### config.mk
export PLATFORM = sky130hd
export DESIGN_NAME = mem_req_arbiter
export DESIGN_NICKNAME = d
export VERILOG_FILES = /design/src/axi_pkg.sv /design/src/mem_req_arbiter.sv
export VERILOG_INCLUDE_DIRS = /design/src
export SDC_FILE = /design/constraint.sdc
export NUM_CORES = 1
export LEC_CHECK = 0
export ABC_AREA = 1
export BUFFER_PORTS_ARGS = -buffer_cell sky130_fd_sc_hd__buf_4
export CAP_MARGIN = 20
export CORE_AREA = 2 2 160 162
export CTS_BUF_LIST = sky130_fd_sc_hd__clkbuf_16
export DETAILED_ROUTE_END_ITERATION = 16
export DIE_AREA = 0 0 162 164
export SLEW_MARGIN = 20
export SYNTH_ARGS = -nofsm -noshare
export SYNTH_HDL_FRONTEND = slang
export SYNTH_SLANG_ARGS = --single-unit
### constraint.sdc
create_clock -name i_aclk -period 1.1 [get_ports i_aclk]
set_input_delay 0.165 -clock i_aclk [delete_from_list [all_inputs] [get_ports i_aclk]]
set_output_delay 0.165 -clock i_aclk [all_outputs]
set_load 0.02 [all_outputs]
### src/axi_consts.svh
// single-beat AXI4 only: len 0, INCR bursts, OKAY responses; SRAM_DEPTH must be a power of two
`ifndef AXI_CONSTS_SVH
`define AXI_CONSTS_SVH

// --------------------
// bus widths
`define AXI_DATA_W     64
`define AXI_ADDR_W     32
`define AXI_STRB_W     (`AXI_DATA_W / 8)   // one strobe per byte lane
`define AXI_LEN_W      8

// --------------------
// protocol encodings
`define AXI_BURST_INCR 2'b01               // only burst type issued
`define AXI_RESP_OKAY  2'b00               // slave never reports errors

// --------------------
// memory and fetch port
`define SRAM_DEPTH     256                 // in 64-bit words
`define FETCH_SIZE     2'd2                // 4-byte instruction fetch

`endif

### src/axi_pkg.sv
// shared types for the memory subsystem; widths follow axi_consts.svh
`include "axi_consts.svh"

package axi_pkg;

  typedef logic [`AXI_ADDR_W-1:0] addr_t;   // byte address
  typedef logic [`AXI_DATA_W-1:0] data_t;
  typedef logic [`AXI_STRB_W-1:0] strb_t;   // byte enables
  typedef logic [1:0]             size_t;   // log2 of bytes per beat
  typedef logic [`AXI_LEN_W-1:0]  len_t;    // beats minus one

  typedef enum logic [2:0] {
    BR_IDLE,
    BR_RD_ADDR,
    BR_RD_DATA,
    BR_WR_ADDR,
    BR_WR_DATA,
    BR_WR_RESP
  } bridge_state_t;

  typedef enum logic [1:0] {
    SL_IDLE,
    SL_RD_RESP,
    SL_WR_DATA,
    SL_WR_RESP
  } slave_state_t;

endpackage

### src/mem_req_arbiter.sv
// request path is combinational; owner is latched at bus_addr_ok, so only one transaction may be open
`timescale 1ns/1ps
`include "axi_consts.svh"

module mem_req_arbiter (
  input  logic                     i_aclk,
  input  logic                     i_rst_n,
  input  logic                     i_if_req,
  input  axi_pkg::addr_t           i_if_addr,
  output logic                     o_if_addr_ok,
  output logic                     o_if_data_ok,
  output logic [`AXI_DATA_W/2-1:0] o_if_rdata,
  input  logic                     i_mem_req,
  input  logic                     i_mem_wr,
  input  axi_pkg::size_t           i_mem_size,
  input  axi_pkg::addr_t           i_mem_addr,
  input  axi_pkg::strb_t           i_mem_wstrb,
  input  axi_pkg::data_t           i_mem_wdata,
  output logic                     o_mem_addr_ok,
  output logic                     o_mem_data_ok,
  output axi_pkg::data_t           o_mem_rdata,
  output logic                     o_bus_req,
  output logic                     o_bus_wr,
  output axi_pkg::size_t           o_bus_size,
  output axi_pkg::addr_t           o_bus_addr,
  output axi_pkg::strb_t           o_bus_wstrb,
  output axi_pkg::data_t           o_bus_wdata,
  input  logic                     i_bus_addr_ok,
  input  logic                     i_bus_data_ok,
  input  axi_pkg::data_t           i_bus_rdata
);
  import axi_pkg::*;

  localparam size_t FETCH_SZ = `FETCH_SIZE;

  logic rr_data;      // set when the data port has priority
  logic sel_data;     // current winner
  logic owner_data;   // port of the open transaction
  logic half_hi;      // fetch wants the upper word half
  logic txn_open;     // between addr_ok and data_ok

  // --------------------
  // request side
  assign sel_data    = i_mem_req && (!i_if_req || rr_data);
  assign o_bus_req   = i_if_req || i_mem_req;
  assign o_bus_wr    = sel_data && i_mem_wr;                  // fetch never writes
  assign o_bus_size  = sel_data ? i_mem_size : FETCH_SZ;
  assign o_bus_addr  = sel_data ? i_mem_addr : i_if_addr;
  assign o_bus_wstrb = sel_data ? i_mem_wstrb : '0;
  assign o_bus_wdata = sel_data ? i_mem_wdata : '0;

  assign o_if_addr_ok  = i_bus_addr_ok && !sel_data;
  assign o_mem_addr_ok = i_bus_addr_ok && sel_data;

  always_ff @(posedge i_aclk) begin
    if (!i_rst_n) begin
      rr_data    <= 1'b0;
      owner_data <= 1'b0;
    end else if (i_bus_addr_ok) begin
      owner_data <= sel_data;
      if (i_if_req && i_mem_req) begin
        rr_data <= ~rr_data;                                  // loser goes first next time
      end
    end
  end

  always_ff @(posedge i_aclk) begin
    if (i_bus_addr_ok && !sel_data) begin
      half_hi <= i_if_addr[2];
    end
  end

  always_ff @(posedge i_aclk) begin
    if (!i_rst_n) begin
      txn_open <= 1'b0;
    end else if (i_bus_addr_ok) begin
      txn_open <= 1'b1;
    end else if (i_bus_data_ok) begin
      txn_open <= 1'b0;
    end
  end

  // --------------------
  // response side
  assign o_if_data_ok  = i_bus_data_ok && !owner_data;
  assign o_mem_data_ok = i_bus_data_ok && owner_data;
  assign o_if_rdata    = half_hi ? i_bus_rdata[`AXI_DATA_W-1:`AXI_DATA_W/2]
                                 : i_bus_rdata[`AXI_DATA_W/2-1:0];
  assign o_mem_rdata   = i_bus_rdata;

  // owner is overwritten only after its data_ok, so a response goes to one port
  a_one_owner: assert property (@(posedge i_aclk) disable iff (!i_rst_n)
    !(i_bus_data_ok && !txn_open) && !(i_bus_addr_ok && txn_open));

endmodule

==> impl_results.md, run 1 <==
* Fin crit share at 141%
* Hold Path Stages at 2
* Crit Path Category: reg -> out
* Status: finished, violations left
* Fmax at about 640 MHz
* Max Clock Skew at 0.000486 ns
* Comb power frac at 83.1%
* Worst hold path endpoint: owner_data$_SDFFE_PN0P_
* Failing checks: setup timing
* Detail Route Antenna Nets at 0
* Crit start category: register
* Post-synthesis compound-gate area fraction at 7.87%
* Final WS setup at -0.455 ns
* Die area at 26,600 um^2
* Share of layout cells above drive strength 1 at between 70 and 80%
* Final setup viols at 142
* Root Buffer: clkbuf_16
* First-iteration detailed-routing DRC count at 85
* First-pass GRT wire length at 21,900 um
* Adder-cell share of the synthesized area at 0%
* Most frequent cell after synthesis: nand2_1
* Synth Register Bits at 3
* Synth Warn # at 0
* CTS tree: yes
* Top cells by area, synth: nand2_1, buf_4, inv_1, nor2_1, o21ai_0
* Synth unique cells at 17
* Clk slew on worst S/H paths at ~0.03 ns
* Cell taking the most area after synthesis: nand2_1
* Die span in y at 164 um
* Design Area, Final at 6880 um^2
* Net Sw Frac at 44.3%
* # port buffers at ~420
* Critical Path AT at approximately 1.4 ns
* GP Congestion at 0.763
* Final Max Slew Viols at 0
* Hold wc startpoint: i_bus_addr_ok
* # hold bufs at CTS at 0
* Main combinational cell family by area after synthesis: buffers and inverters
* Launching point of the worst reg2reg path: rr_data$_SDFFE_PN0P_
* CP Cell Sequence: inv_2, nand2_4, nand2_8, buf_12, buf_16, or2_4, buf_6
* Tmin final at 1.56 ns
* End of the worst register-to-register path: half_hi$_DFFE_PP_
* Via Count at approximately 4k
* Post-synthesis xor/xnor area fraction at 0%
* RSZ-0062 raised after global routing: yes
* Pre-CTS WS at -0.268 ns
* CTS buffer count at 3
* Flop-to-flop setup slack at -0.23 ns
* Largest net degree at the start of global routing at 29
* Hold WS at about 0.17 ns
* Row count at a little under 60
* Clk network pwr share at 13.7%
* P_int at about 2.3 mW
* Hold Vio Cnt, Final at 0
* Critical Path Fanout Max at 7
* Longest Clk Path Bufs at 2
* Sequential Power Share at between 3 and 4%
* P_sw at 1.82 mW
* First-pass DRT Iterations at 4
* Path depth of the worst reg2reg path at 7
* Slew headroom at 89.5%
* Synth Area per Inst at 4.81 um^2
* Placed Cells at 1,120
* CP peak stage delay at 0.32 ns
* Tightest Pin Transition at around 0.16 ns
* Crit end category: output pin
* Final setup TNS at -48.78 ns
* H-tree Lvls at 1
* Final std cells w/o fill at between 1k and 1.5k
* Via count of the first global-routing pass at 3,889
* CP Data Required Time at 0.94 ns
* Multiplexer area fraction after synthesis at 0%
* Synthesized Nets at 659
* Initial Util at 8.72%
* Sequential share of the synthesized area at 3.24%
* CP Buf/Inv Count at 4
* Global route overflow at 0
* Antenna violations before repair at 1
* Vias per std cell at 3.49
* Dpl cell area at between 5000 and 6000 um^2
* Yosys top cell area share at between 20% and 30%
* Top Family by Delay on Critical Path: buffers and inverters
* Syn-to-layout area delta at 218%
* Maxcap violations at 0
* Mapped Cells at 450
* Routed WL at between 15,000 and 20,000 um
* Top_reg_cell synth: dfxtp_1
* Post-synth EDFFs at 1
* Netlist Area Pre-Place at 2160 um^2
* All-layer global routing usage at 10.9%
* Lkg Pwr at ~3.8 nW
* NumNets Final at between 1k and 1.5k
* Worst Hold Class: in -> reg
* Clock Latency Late Sink at between 0.2 and 0.25 ns
* Power Dens Cells at 595 nW/um^2
* DPL Wire Length at 11,800 um
* I/O Pins at 417
* Simple-Gate Fraction of Synth Area at 41.2%
* Synth async-reset ratio at 0%
* Clock Sinks at 3
* Top cells by count, synth: nand2_1, inv_1, nor2_1
* Drt wl/cell at 14.6 um
* Worst VDD drop at just under 0.0004 V
* Number of remaining DRC errors at 0
* CP max-delay cell: dfxtp_2
* Chip width at 162 um
* Core Area at 24,800 um^2
final cells by class:
cell class | instances | area, um^2
fill | 2623 | 17900
timing repair buffer | 447 | 4050
multi-input combinational | 249 | 1850
inverter | 112 | 420
tap | 330 | 413
clock buffer | 3 | 75.1
sequential | 3 | 71.3
clock inverter | 1 | 3.75
antenna | 1 | 2.50
state kept, by name (all words and copies together), names as in the netlist:
register / count
rr_data: 1
owner_data: 1
half_hi: 1
kinds of logic (layout without fill, tap and decap cells):
family,count (synthesis),in the layout
buffers and inverters,198,563
other,0,1
AOI/OAI and AO/OA,34,34
DFF,3,3
and+or+nand+nor,215,215
stage by stage:
stage	util (%)	power, mW
after floorplan	-	1.58
after global placement	22.4	2.86
after detailed placement	22.4	2.88
after CTS	26.3	3.96
after global routing	27.7	4.32
final	27.7	4.09
worst register-to-register path, stage by stage (launching register included):
cell and delay, ns:
dfxtp_2 0.31, inv_2 0.07, nand2_4 0.06, nand2_8 0.09, inv_2 0.08, buf_16 0.17
nor2_4 0.14, buf_4 0.12
power groups by stage:
stage	Sequential (mW)	Combinational (mW)	Clock, mW
after CTS	0.129	3.26	0.571
after floorplan	0.127	1.45	0
after global placement	0.130	2.73	0
final	0.129	3.40	0.561
after global routing	0.130	3.59	0.593
after detailed placement	0.130	2.75	0
worst max path at each step:
stage / start / to / slack [ns] / depth (start not counted)
floorplan: half_hi$_DFFE_PP_ / o_if_rdata[24] / -0.09 / 3
global placement: rr_data$_SDFFE_PN0P_ / o_bus_wdata[53] / -0.27 / 7
detailed placement: rr_data$_SDFFE_PN0P_ / o_bus_wdata[53] / -0.27 / 7
CTS: rr_data$_SDFFE_PN0P_ / o_bus_size[1] / -0.45 / 7
global route: rr_data$_SDFFE_PN0P_ / o_bus_size[1] / -0.50 / 7
finish: rr_data$_SDFFE_PN0P_ / o_bus_size[1] / -0.46 / 7
layer usage:
| metal | vias up | track usage [%] | wire (um) |
|---|---|---|---|
| li1 | 1934 | - | - |
| met1 | 1793 | 10.5 | 5480 |
| met2 | 252 | 22.6 | 9450 |
| met3 | 16 | 2.63 | 1400 |
| met4 | 0 | 3.30 | 445 |
| met5 | - | 0 | 0 |
cells in the final DEF (no fill, tap or decap), types with 2 or more instances in the layout:
cell       count
buf_12         9
buf_16        10
buf_4        341
buf_6         83
clkbuf_16      7
inv_1        111
inv_2          2
nand2_1       73
nand2_2       50
nand2_4        9
nor2_1        25
nor2_2        11
nor2_4        42
o21ai_2        7
o21ai_4       25
repair_timing:
item                                    in CTS  in global routing
pin swaps                                   18                 12
setup buffers                                6                  3
endpoints found under the setup margin     142                142
resized for setup                          153                 80
gates cloned                                11                  5
No activity file was read; power rests on OpenSTA's default activity.
==> run 2, diff against run 1 <==
CELL_PAD_IN_SITES_DETAIL_PLACEMENT = 2   (was unset)
CELL_PAD_IN_SITES_GLOBAL_PLACEMENT = 2   (was unset)
CORE_AREA = 2 2 164 166   (was 2 2 160 162)
DIE_AREA = 0 0 166 168   (was 0 0 162 164)
PLACE_DENSITY_LB_ADDON = 0.1   (was unset)
==> impl_results.md, run 2 (synthesis gave the netlist of run 1 again) <==
* Status: finished, violations left
* Failing checks: setup timing
* Die span in y at 168 um
* Vias per std cell at 3.58
* CP peak stage delay at 0.32 ns
* Routed WL at 20,500 um
* CP Cell Sequence: inv_2, nand2_4, nand2_8, buf_12, clkbuf_16, nor2_2, buf_6
* Core Area at 26,400 um^2
* Number of remaining DRC errors at 0
* Final setup viols at 142
* Pre-CTS WS at -0.301 ns
* Worst Hold Class: in -> reg
* First-iteration detailed-routing DRC count at 58
* Initial Util at approximately 8%
* Crit start category: register
* Via Count at 4,172
* I/O Pins at 417
* Maxcap violations at 0
* Global route overflow at 0
* Slew headroom at approximately nine tenths
* Worst VDD drop at 0.000309 V
* Hold Vio Cnt, Final at 0
* NumNets Final at 1,034
* Lkg Pwr at roughly 4.0 nW
* CP Data Required Time at 0.94 ns
* Clock Latency Late Sink at 0.22 ns
* Flop-to-flop setup slack at -0.27 ns
* Chip width at 166 um
* # diodes at 0
* Tightest Pin Transition at about 0.17 ns
* Final WS setup at -0.419 ns
* Syn-to-layout area delta at 245%
* Detail Route Antenna Nets at 0
* First-pass GRT wire length at 27,700 um
* Most frequent cells in the layout: buf_4, buf_6, inv_1
* Max Clock Skew at 0.000835 ns
* Top Family by Delay on Critical Path: buffers and inverters
* Longest Clk Path Bufs at 2
* # hold bufs at CTS at 0
* Crit Path Category: reg -> out
* CP Buf/Inv Count at 4
* Critical Path AT at 1.35 ns
* Crit end category: output pin
* GP Congestion at 0.833
* Critical Path Fanout Max at 9
* Drt wl/cell at 17.6 um
* Power Dens Cells at about 590 nW/um^2
* Row count at 60
* Fin crit share at 138%
* Fill count at 3,044
* CTS tree: yes
* DPL Wire Length at 16,200 um
* Die area at 27,900 um^2
* Tmin final at 1.52 ns
* RSZ-0062 raised after global routing: yes
* Clk slew on worst S/H paths at 0.03 ns
* H-tree Lvls at 1
* Dpl cell area at about 5600 um^2
* Commonest non-fill, non-tap cell in the layout: buf_4
* Largest net degree at the start of global routing at 19
* Design Area, Final at 7460 um^2
* Share of layout cells above drive strength 1 at 77.3%
* Biggest registers after layout: half_hi: 1 flops, owner_data: 1 flops, rr_data: 1 flops
* # port buffers at around 420
* CTS buffer count at 3
* CP max-delay cell: dfxtp_2
* Final Max Slew Viols at 0
* Via count of the first global-routing pass at 4,625
* Antenna violations before repair at 0
* Clock Sinks at 3
* First-pass DRT Iterations at 4
* Fin util at 28.3%
* All-layer global routing usage at 13.0%
* Root Buffer: clkbuf_16
* Fmax at roughly 660 MHz
-- run 2: cell count changes in the layout (fill, tap and decap cells not counted), sizes merged --
cell,before,now
buf,443,447
diode,1,0
clkbuf,7,12
-- run 2: area by class of cell --
class / instances / area [um^2] / share of cell area [%]
Timing Repair Buffer: 456 / 4420 / 59.2
Multi-Input combinational cell: 249 / 2030 / 27.2
Inverter: 112 / 437 / 5.85
Tap cell: 341 / 427 / 5.72
Clock buffer: 3 / 75.1 / 1.01
Sequential cell: 3 / 71.3 / 0.956
Clock inverter: 1 / 3.75 / 0.0503
-- run 2: metrics by stage --
stage	hold slack, ns	cells	TNS [ns]	total power [mW]
floorplan	0.258	450	-7.65	1.58
global placement	0.389	1135	-22.62	2.96
detailed placement	0.380	1135	-25.35	2.99
CTS	0.150	1154	-52.64	4.08
global route	0.147	1165	-58.46	4.67
finish	0.144	1165	-50.97	4.42
-- run 2: power by group --
group / leakage (nW) / internal, mW / total [mW] / switching [mW]
sequential: 0.0265 / 0.123 / 0.128 / 0.00453
combinational: 3.93 / 1.88 / 3.73 / 1.85
clock: 0.0423 / 0.468 / 0.562 / 0.0941
-- run 2: timing repair --
action	CTS	global route
gates cloned	10	9
resized for setup	164	170
setup endpoints to repair	142	142
pin swaps	9	17
buffers inserted	5	2
-- run 2: worst paths after layout --
kind,startpoint,end,cells past startpoint
worst max-delay path,rr_data$_SDFFE_PN0P_,o_bus_wstrb[2],7
worst min-delay path,i_if_addr[2],half_hi$_DFFE_PP_,1
worst max register to register,rr_data$_SDFFE_PN0P_,half_hi$_DFFE_PP_,8
worst min register to register,owner_data$_SDFFE_PN0P_,owner_data$_SDFFE_PN0P_,2
-- run 2: routing by layer --
metal / up-vias / wire, um / global-route usage (%)
met2: 241 / 12200 / 27.8
met3: 20 / 2140 / 5.78
met1: 1964 / 5710 / 10.5
met4: 0 / 461 / 3.29
li1: 1947 / - / -
met5: - / 0 / 0
