===== src/axi_consts.svh =====
// single-beat AXI4 only: len 0, INCR bursts, OKAY responses; SRAM_DEPTH must be a power of two
`ifndef AXI_CONSTS_SVH
`define AXI_CONSTS_SVH

// --------------------
// bus widths
`define AXI_DATA_W     64
`define AXI_ADDR_W     32
`define AXI_STRB_W     (`AXI_DATA_W / 8)   // one strobe per byte lane
`define AXI_LEN_W      8

// --------------------
// protocol encodings
`define AXI_BURST_INCR 2'b01               // only burst type issued
`define AXI_RESP_OKAY  2'b00               // slave never reports errors

// --------------------
// memory and fetch port
`define SRAM_DEPTH     256                 // in 64-bit words
`define FETCH_SIZE     2'd2                // 4-byte instruction fetch

`endif


===== src/axi_pkg.sv =====
// shared types for the memory subsystem; widths follow axi_consts.svh
`include "axi_consts.svh"

package axi_pkg;

  typedef logic [`AXI_ADDR_W-1:0] addr_t;   // byte address
  typedef logic [`AXI_DATA_W-1:0] data_t;
  typedef logic [`AXI_STRB_W-1:0] strb_t;   // byte enables
  typedef logic [1:0]             size_t;   // log2 of bytes per beat
  typedef logic [`AXI_LEN_W-1:0]  len_t;    // beats minus one

  typedef enum logic [2:0] {
    BR_IDLE,
    BR_RD_ADDR,
    BR_RD_DATA,
    BR_WR_ADDR,
    BR_WR_DATA,
    BR_WR_RESP
  } bridge_state_t;

  typedef enum logic [1:0] {
    SL_IDLE,
    SL_RD_RESP,
    SL_WR_DATA,
    SL_WR_RESP
  } slave_state_t;

endpackage


===== src/axi4_master_bridge.sv =====
// one transaction outstanding; request is captured at addr_ok and issued as a len-0 INCR burst
`timescale 1ns/1ps
`include "axi_consts.svh"

module axi4_master_bridge (
  input  logic           i_aclk,
  input  logic           i_rst_n,
  input  logic           i_bus_req,
  input  logic           i_bus_wr,
  input  axi_pkg::size_t i_bus_size,
  input  axi_pkg::addr_t i_bus_addr,
  input  axi_pkg::strb_t i_bus_wstrb,
  input  axi_pkg::data_t i_bus_wdata,
  output logic           o_bus_addr_ok,
  output logic           o_bus_data_ok,
  output axi_pkg::data_t o_bus_rdata,
  output axi_pkg::addr_t o_awaddr,
  output axi_pkg::size_t o_awsize,
  output logic           o_awvalid,
  input  logic           i_awready,
  output axi_pkg::data_t o_wdata,
  output axi_pkg::strb_t o_wstrb,
  output logic           o_wlast,
  output logic           o_wvalid,
  input  logic           i_wready,
  input  logic           i_bvalid,
  input  logic [1:0]     i_bresp,
  output logic           o_bready,
  output axi_pkg::addr_t o_araddr,
  output axi_pkg::size_t o_arsize,
  output logic           o_arvalid,
  input  logic           i_arready,
  input  logic           i_rvalid,
  input  axi_pkg::data_t i_rdata,
  input  logic [1:0]     i_rresp,
  input  logic           i_rlast,
  output logic           o_rready
);
  import axi_pkg::*;

  localparam len_t BURST_LEN = '0;   // single beat

  bridge_state_t state;
  addr_t         addr_q;
  size_t         size_q;
  strb_t         strb_q;
  data_t         wdata_q;
  data_t         rdata_q;
  logic          aw_fire;
  logic          w_fire;
  logic          b_fire;
  logic          ar_fire;
  logic          r_fire;

  assign aw_fire = o_awvalid && i_awready;
  assign w_fire  = o_wvalid && i_wready;
  assign b_fire  = o_bready && i_bvalid;
  assign ar_fire = o_arvalid && i_arready;
  assign r_fire  = o_rready && i_rvalid;

  // --------------------
  // transaction FSM
  always_ff @(posedge i_aclk) begin
    if (!i_rst_n) begin
      state <= BR_IDLE;
    end else begin
      case (state)
        BR_IDLE:    if (i_bus_req) state <= i_bus_wr ? BR_WR_ADDR : BR_RD_ADDR;
        BR_RD_ADDR: if (ar_fire) state <= BR_RD_DATA;
        BR_RD_DATA: if (r_fire) state <= BR_IDLE;
        BR_WR_ADDR: if (aw_fire) state <= BR_WR_DATA;
        BR_WR_DATA: if (w_fire) state <= BR_WR_RESP;
        BR_WR_RESP: if (b_fire) state <= BR_IDLE;
        default:    state <= BR_IDLE;
      endcase
    end
  end

  always_ff @(posedge i_aclk) begin
    if (o_bus_addr_ok) begin
      addr_q  <= i_bus_addr;
      size_q  <= i_bus_size;
      strb_q  <= i_bus_wstrb;
      wdata_q <= i_bus_wdata;
    end
    if (r_fire) begin
      rdata_q <= i_rdata;
    end
  end

  // --------------------
  // AXI channels
  assign o_arvalid = (state == BR_RD_ADDR);
  assign o_araddr  = addr_q;
  assign o_arsize  = size_q;
  assign o_rready  = (state == BR_RD_DATA);
  assign o_awvalid = (state == BR_WR_ADDR);
  assign o_awaddr  = addr_q;
  assign o_awsize  = size_q;
  assign o_wvalid  = (state == BR_WR_DATA);
  assign o_wdata   = wdata_q;
  assign o_wstrb   = strb_q;
  assign o_wlast   = (BURST_LEN == '0);          // every beat is the last one
  assign o_bready  = (state == BR_WR_RESP);

  // requester side
  assign o_bus_addr_ok = (state == BR_IDLE) && i_bus_req;
  assign o_bus_data_ok = r_fire || b_fire;
  assign o_bus_rdata   = r_fire ? i_rdata : rdata_q;   // holds last read word afterwards

  a_ar_held: assert property (@(posedge i_aclk) disable iff (!i_rst_n)
    o_arvalid && !i_arready |=> o_arvalid);
  a_aw_held: assert property (@(posedge i_aclk) disable iff (!i_rst_n)
    o_awvalid && !i_awready |=> o_awvalid);
  a_w_held: assert property (@(posedge i_aclk) disable iff (!i_rst_n)
    o_wvalid && !i_wready |=> o_wvalid);
  a_r_single: assert property (@(posedge i_aclk) disable iff (!i_rst_n)
    r_fire |-> i_rlast && (i_rresp == `AXI_RESP_OKAY));
  a_b_okay: assert property (@(posedge i_aclk) disable iff (!i_rst_n)
    b_fire |-> (i_bresp == `AXI_RESP_OKAY));

endmodule


===== config.mk =====
export PLATFORM = sky130hd
export DESIGN_NAME = axi4_master_bridge
export DESIGN_NICKNAME = d
export VERILOG_FILES = /design/src/axi_pkg.sv /design/src/axi4_master_bridge.sv
export VERILOG_INCLUDE_DIRS = /design/src
export SDC_FILE = /design/constraint.sdc
export NUM_CORES = 1
export LEC_CHECK = 0
export ABC_CLOCK_PERIOD_IN_PS = 12150
export BUFFER_PORTS_ARGS = -buffer_cell sky130_fd_sc_hd__buf_2
export CORE_AREA = 2 2 155 157
export DETAILED_ROUTE_END_ITERATION = 8
export DIE_AREA = 0 0 157 159
export PLACE_DENSITY = 0.53
export SYNTH_ARGS = -nofsm -noshare
export SYNTH_HDL_FRONTEND = slang
export SYNTH_SLANG_ARGS = --single-unit
export TNS_END_PERCENT = 100

===== constraint.sdc =====
create_clock -name i_aclk -period 12.15 [get_ports i_aclk]
set_input_delay 1.215 -clock i_aclk [delete_from_list [all_inputs] [get_ports i_aclk]]
set_output_delay 1.215 -clock i_aclk [all_outputs]
set_load 0.02 [all_outputs]

==> results of run 1 <==
-- flip-flops by register name (all words and copies together), names as in the netlist --
| register | count |
|---|---|
| o_arsize | 2 |
| o_wstrb | 8 |
| state | 3 |
| rdata_q | 64 |
| o_araddr | 32 |
| o_wdata | 64 |
-- power by group through the flow --
stage / Clock, uW / Combinational, uW / Sequential (uW)
floorplan: 0 / 560 / 1050
global placement: 0 / 920 / 923
detailed placement: 0 / 921 / 928
CTS: 570 / 922 / 919
global route: 590 / 963 / 940
finish: 550 / 906 / 917
-- layout by cell type (no fill, tap or decap), drive strengths merged --
cell / count
nor2b: 4
nor3: 2
a21o: 2
nor2: 3
buf: 393
and3: 1
nand2: 5
nand3b: 1
o21ai: 1
mux2: 64
diode: 1
dfxtp: 67
clkinv: 4
o211ai: 1
clkbuf: 17
edfxtp: 106
clkinvlp: 1
conb: 1
a32oi: 1
inv: 9
bufinv: 1
mux2i: 2
and2: 3
nand2b: 2
nand3: 1
-- worst max-delay path, delay by kind of cell --
family / cells / cell delay, ps
multiplexers: 1 / 430
buffers and inverters: 3 / 1050
AND/OR/NAND/NOR: 2 / 770
-- how the worst min path moves through the flow --
stage,start,to,slack [ps],depth (start not counted)
after global placement,rdata_q[51],rdata_q[51],450,1
after detailed placement,rdata_q[44],rdata_q[44],450,1
final,rdata_q[26],rdata_q[26],470,1
after global routing,rdata_q[20],rdata_q[20],480,1
after CTS,rdata_q[26],rdata_q[26],470,1
after floorplan,rdata_q[14],rdata_q[14],500,1
-- layer usage --
| layer | part of all wire | global-route usage |
|---|---|---|
| met5 | 0.0019 | 0 |
| met2 | 0.51 | 0.219 |
| met1 | 0.38 | 0.134 |
| met4 | 0.023 | 0.0505 |
| met3 | 0.084 | 0.0457 |
-- stage by stage --
| stage | area [um^2] | power [uW] | std cells |
|---|---|---|---|
| final | 8600 | 2370 | 1012 |
| after global routing | 8600 | 2490 | 1011 |
| after detailed placement | 8000 | 1850 | 979 |
| after global placement | 8000 | 1840 | 979 |
| after CTS | 8600 | 2410 | 1011 |
| after floorplan | 6020 | 1610 | 311 |
-- logic make-up after synthesis --
logic type      Yosys count
compound gates            5
simple gates             22
flops                   173
buf+inv                  44
other cells               1
mux                      66
-- final cells by class --
cell class | instances | share of cell area
flip-flops and latches | 173 | 0.526
clock buffers | 17 | 0.0495
diodes | 1 | 0.000291
well taps | 319 | 0.0464
repair buffers | 393 | 0.230
multi-input cells | 94 | 0.128
clock inverters | 15 | 0.0195
==> summary.txt, run 1 <==
Area leader, netlist: edfxtp_1
Setup skew after layout: 15.0 ps
Synth Instances: 311
Area of the multi-input gates: 0.00110 mm^2
Avg Inst Size Synth: 19.4 um^2
DRC viols: 0
Outcome: finished, final reports clean
Slowest cell delay on critical path: 790 ps
First-pass GRT wire length: 23200 um
IO buf count: 389
Initial core utilization: 0.260
Max cap viols: 0
Hold WS: 469 ps
FFs w/ async S/R, synth: 0
Wire per inst: 15.9 um
Top-count cell post-synth: edfxtp_1
Crit end category: output pin
R2R depth: 4
Synth Flop Type: edfxtp_1
Post-synth top area share: 0.529
Worst r2r dst: rdata_q[0]
Share of layout cells above drive strength 1: 0.710
CTS resizes: 0
Clock Latency Late Sink: 420 ps
Mux share of post-synthesis cell area: 0.154
Post-Syn Nets: 495
GR Overflow Total: 0
Crit path launch type: input pin
Required @ worst endpoint: 10930 ps
Final setup vio count: 0
CTS tree: yes
Net Sw Frac: 0.369
Detailed placement HPWL: 12200 um
Longest Clk Path Bufs: 2
Seq/Total Area, Yosys: 0.752
Core area: 0.0232 mm^2
Top-Level Pins: 396
Max VDD drop: 0.121 mV
CP max stage cell: buf_4
Fill cell total of the finished layout: 2288
Detailed Routing Iterations Pass 1: 4
Hold buffers post-CTS: 0
Post-Route WL: 16100 um
Sequential power share: 0.386
Synth Area in Adders: 0
Register cell area after layout: 0.00452 mm^2
Chip height: 159 um
Largest family of logic cells by synthesized area: multiplexers
Post-synth EDFFs: 106
Clock network fraction of design power: 0.232
H-tree depth: 4
Area growth syn-to-layout: 42.9%
Routed Antenna Nets: 0
Slew headroom: 0.388
Largest net degree at the start of global routing: 52
Post-CTS Setup Repair Bufs: 0
Worst path cell trace: buf_2 -> nand2_4 -> nor3_4 -> buf_4 -> mux2_2 -> buf_2
Internal power: 1500 uW
Initial antenna violation count: 3
CP Launch Point: i_rvalid
Final slew viol count: 0
Flops & latches, synth: 173
Logic pwr share: 0.382
Final hold viol count: 0
Worst EP arrival: 3510 ps
Reg-to-reg slack, setup: 9430 ps
Commonest cells post-synth: edfxtp_1 (106), dfxtp_1 (67), mux2_4 (49)
Unrepaired setup endpoints after global routing: no
Number of global-route vias before repair: 4004
All-Layer GR Usage: 0.125
Final setup margin: 7420 ps
Die Span X: 157 um
Most used cell, CP: buf_2
1st-iter DRT viols: 118
DR vias: 3892
Setup crit end: o_bus_rdata[0]
Fmax: 212 MHz
Pwr Density: 276 mW/mm^2
Synth Area in Compound Gates: 0.00603
Clk pin slew, worst setup/hold paths: 70 ps
Final worst path period share: 0.389
Post-Synth Simple-Gate Area: 0.0222
Worst-Margin Slew: 915 ps
Util after Layout: 0.371
Final net count: 863
Dpl ws: 7350 ps
Lkg Pwr: 0.00393 uW
Final min period: 4730 ps
TritonCTS Buffers: 17
Number of core rows: 56
CTS sink cnt: 173
Mapped Area: 0.00602 mm^2
RR Startpoint: state[1]
Xor/xnor share of the synthesized area: 0
Netlist cell types: 24
Final setup TNS: 0 ps
Die footprint: 0.0250 mm^2
Net switching power: 875 uW
Root Driver: clkbuf_16
Worst hold path class: flop to flop
Crit Path Category: input pin to output pin
GP Congestion: 0.742
Synth warn: 0
Via/cell ratio: 3.85
Top post-synthesis cells by area: edfxtp_1 (53%), dfxtp_1 (22%), mux2_4 (12%)
Critical-path maximum fanout: 51
No activity file was read; power rests on OpenSTA's default activity.
==> run 2, diff against run 1 <==
--- a/config.mk
+++ b/config.mk
@@ -6,7 +6,7 @@
 export SDC_FILE = /design/constraint.sdc
 export NUM_CORES = 1
 export LEC_CHECK = 0
-export ABC_CLOCK_PERIOD_IN_PS = 12150
+export ABC_CLOCK_PERIOD_IN_PS = 4700
 export BUFFER_PORTS_ARGS = -buffer_cell sky130_fd_sc_hd__buf_2
 export CORE_AREA = 2 2 155 157
 export DETAILED_ROUTE_END_ITERATION = 8
==> constraint.sdc (replaced) <==
create_clock -name i_aclk -period 4.7 [get_ports i_aclk]
set_input_delay 0.47 -clock i_aclk [delete_from_list [all_inputs] [get_ports i_aclk]]
set_output_delay 0.47 -clock i_aclk [all_outputs]
set_load 0.02 [all_outputs]
==> run 2 against run 1 <==
  * Utilization up 0.11 points
  * Largest cell class unchanged
  * Non-clock buffer count up 4
  * Worst setup slack got worse by 5900 ps
  * Critical endpoint is now o_bus_rdata[29]
==> summary.txt, run 2 (synthesis results as in run 1) <==
Reg-to-reg slack, setup: 2380 ps
Hold Crit Endpoint: o_araddr[5]
Worst-Margin Slew: 1010 ps
Post-CTS Setup Repair Bufs: 0
Worst EP arrival: 2750 ps
Required @ worst endpoint: 4230 ps
Finished Cell Area: 0.00863 mm^2
Pwr Density: 708 mW/mm^2
Die footprint: 0.0250 mm^2
Hold buffers post-CTS: 0
Share of layout cells above drive strength 1: 0.711
Clk pin slew, worst setup/hold paths: 70 ps
Via/cell ratio: 3.83
Core area: 0.0232 mm^2
Wire per inst: 16.6 um
Longest Clk Path Bufs: 2
Setup skew after layout: 10.5 ps
Final setup TNS: 0 ps
Lkg Pwr: 0.00394 uW
Final min period: 3220 ps
CTS sink cnt: 173
Unrepaired setup endpoints after global routing: no
Number of global-route vias before repair: 3966
DR vias: 3885
Crit path launch type: flop
Total power draw: 6110 uW
GR Overflow Total: 0
Root Driver: clkbuf_16
Outcome: finished, final reports clean
Fill cell total of the finished layout: 2266
1st-iter DRT viols: 191
TritonCTS Buffers: 17
Max cap viols: 0
Most common cell after layout, fill and taps aside: buf_2
Largest net degree at the start of global routing: 43
Initial antenna violation count: 2
Clock Latency Late Sink: 420 ps
GP Congestion: 0.739
DRC viols: 0
Slew headroom: 0.326
Number of core rows: 56
RR Startpoint: state[1]
IO buf count: 389
Critical-path maximum fanout: 19
Hold path start: i_bus_addr[5]
Commonest cells after routing, fill and taps aside: buf_2 (389), edfxtp_1 (106), dfxtp_1 (67)
Routed Antenna Nets: 0
Fmax: 310 MHz
R2R depth: 3
Initial core utilization: 0.260
All-Layer GR Usage: 0.130
Detailed Routing Iterations Pass 1: 4
Final worst path period share: 0.686
Dpl ws: 1800 ps
H-tree depth: 4
CTS resizes: 0
Crit Path Category: flop to output pin
First-pass GRT wire length: 23700 um
Max VDD drop: 0.307 mV
Final hold viol count: 0
Final setup vio count: 0
Worst r2r dst: o_wdata[29]
Top-Level Pins: 396
Die Span X: 157 um
Detailed placement HPWL: 13100 um
Post-DP Area: 0.00805 mm^2
Area growth syn-to-layout: 43.3%
Final setup margin: 1480 ps
Chip height: 159 um
CTS tree: yes
Final slew viol count: 0
Antenna cells: 0
Final net count: 867
Worst hold path class: input pin to flop
Post-Route WL: 16800 um
Min-Delay Path Depth: 1
Crit end category: output pin
## run 2: worst max path at each step
stage	startpoint	end	slack (ps)	cells past startpoint
2_1_floorplan	state[1]	o_araddr[0]	990	3
3_3_place_gp	i_rvalid	o_bus_rdata[29]	1800	6
3_5_place_dp	i_rvalid	o_bus_rdata[26]	1800	6
4_1_cts	state[1]	o_bus_rdata[26]	1360	5
5_1_grt	state[1]	o_bus_rdata[26]	1290	5
6_report	state[1]	o_bus_rdata[29]	1480	5
## run 2: power by group
part           internal [uW]  switching (uW)
Sequential              2210             161
Clock                    706             655
Combinational            919            1460
Total                   3830            2280
## run 2: layer usage
metal,GRT usage,wire (um),part of all wire
met1,0.136,6240,0.37
met2,0.225,8360,0.50
met3,0.0629,1860,0.11
met5,0,26,0.0015
met4,0.0459,352,0.021
## run 2: layout make-up
cell class              instances  area [um^2]  area share
flip-flops and latches        173         4520       0.525
clock buffers                  17          425      0.0493
multi-input cells              94         1110       0.129
well taps                     319          399      0.0463
clock inverters                15          148      0.0171
repair buffers                397         2020       0.234
## run 2: worst max-delay path, cell delays in order (launching register included)
cell and delay (ps):
dfxtp_1 540, nand2_4 90, nor3_4 770, buf_4 410, mux2_4 340, buf_2 170
## run 2: per-stage QoR
step / hold slack, ps / util / cells
floorplan: 502 / - / 311
global placement: 453 / 0.347 / 983
detailed placement: 454 / 0.347 / 983
CTS: 189 / 0.372 / 1015
global route: 189 / 0.372 / 1015
finish: 221 / 0.372 / 1015
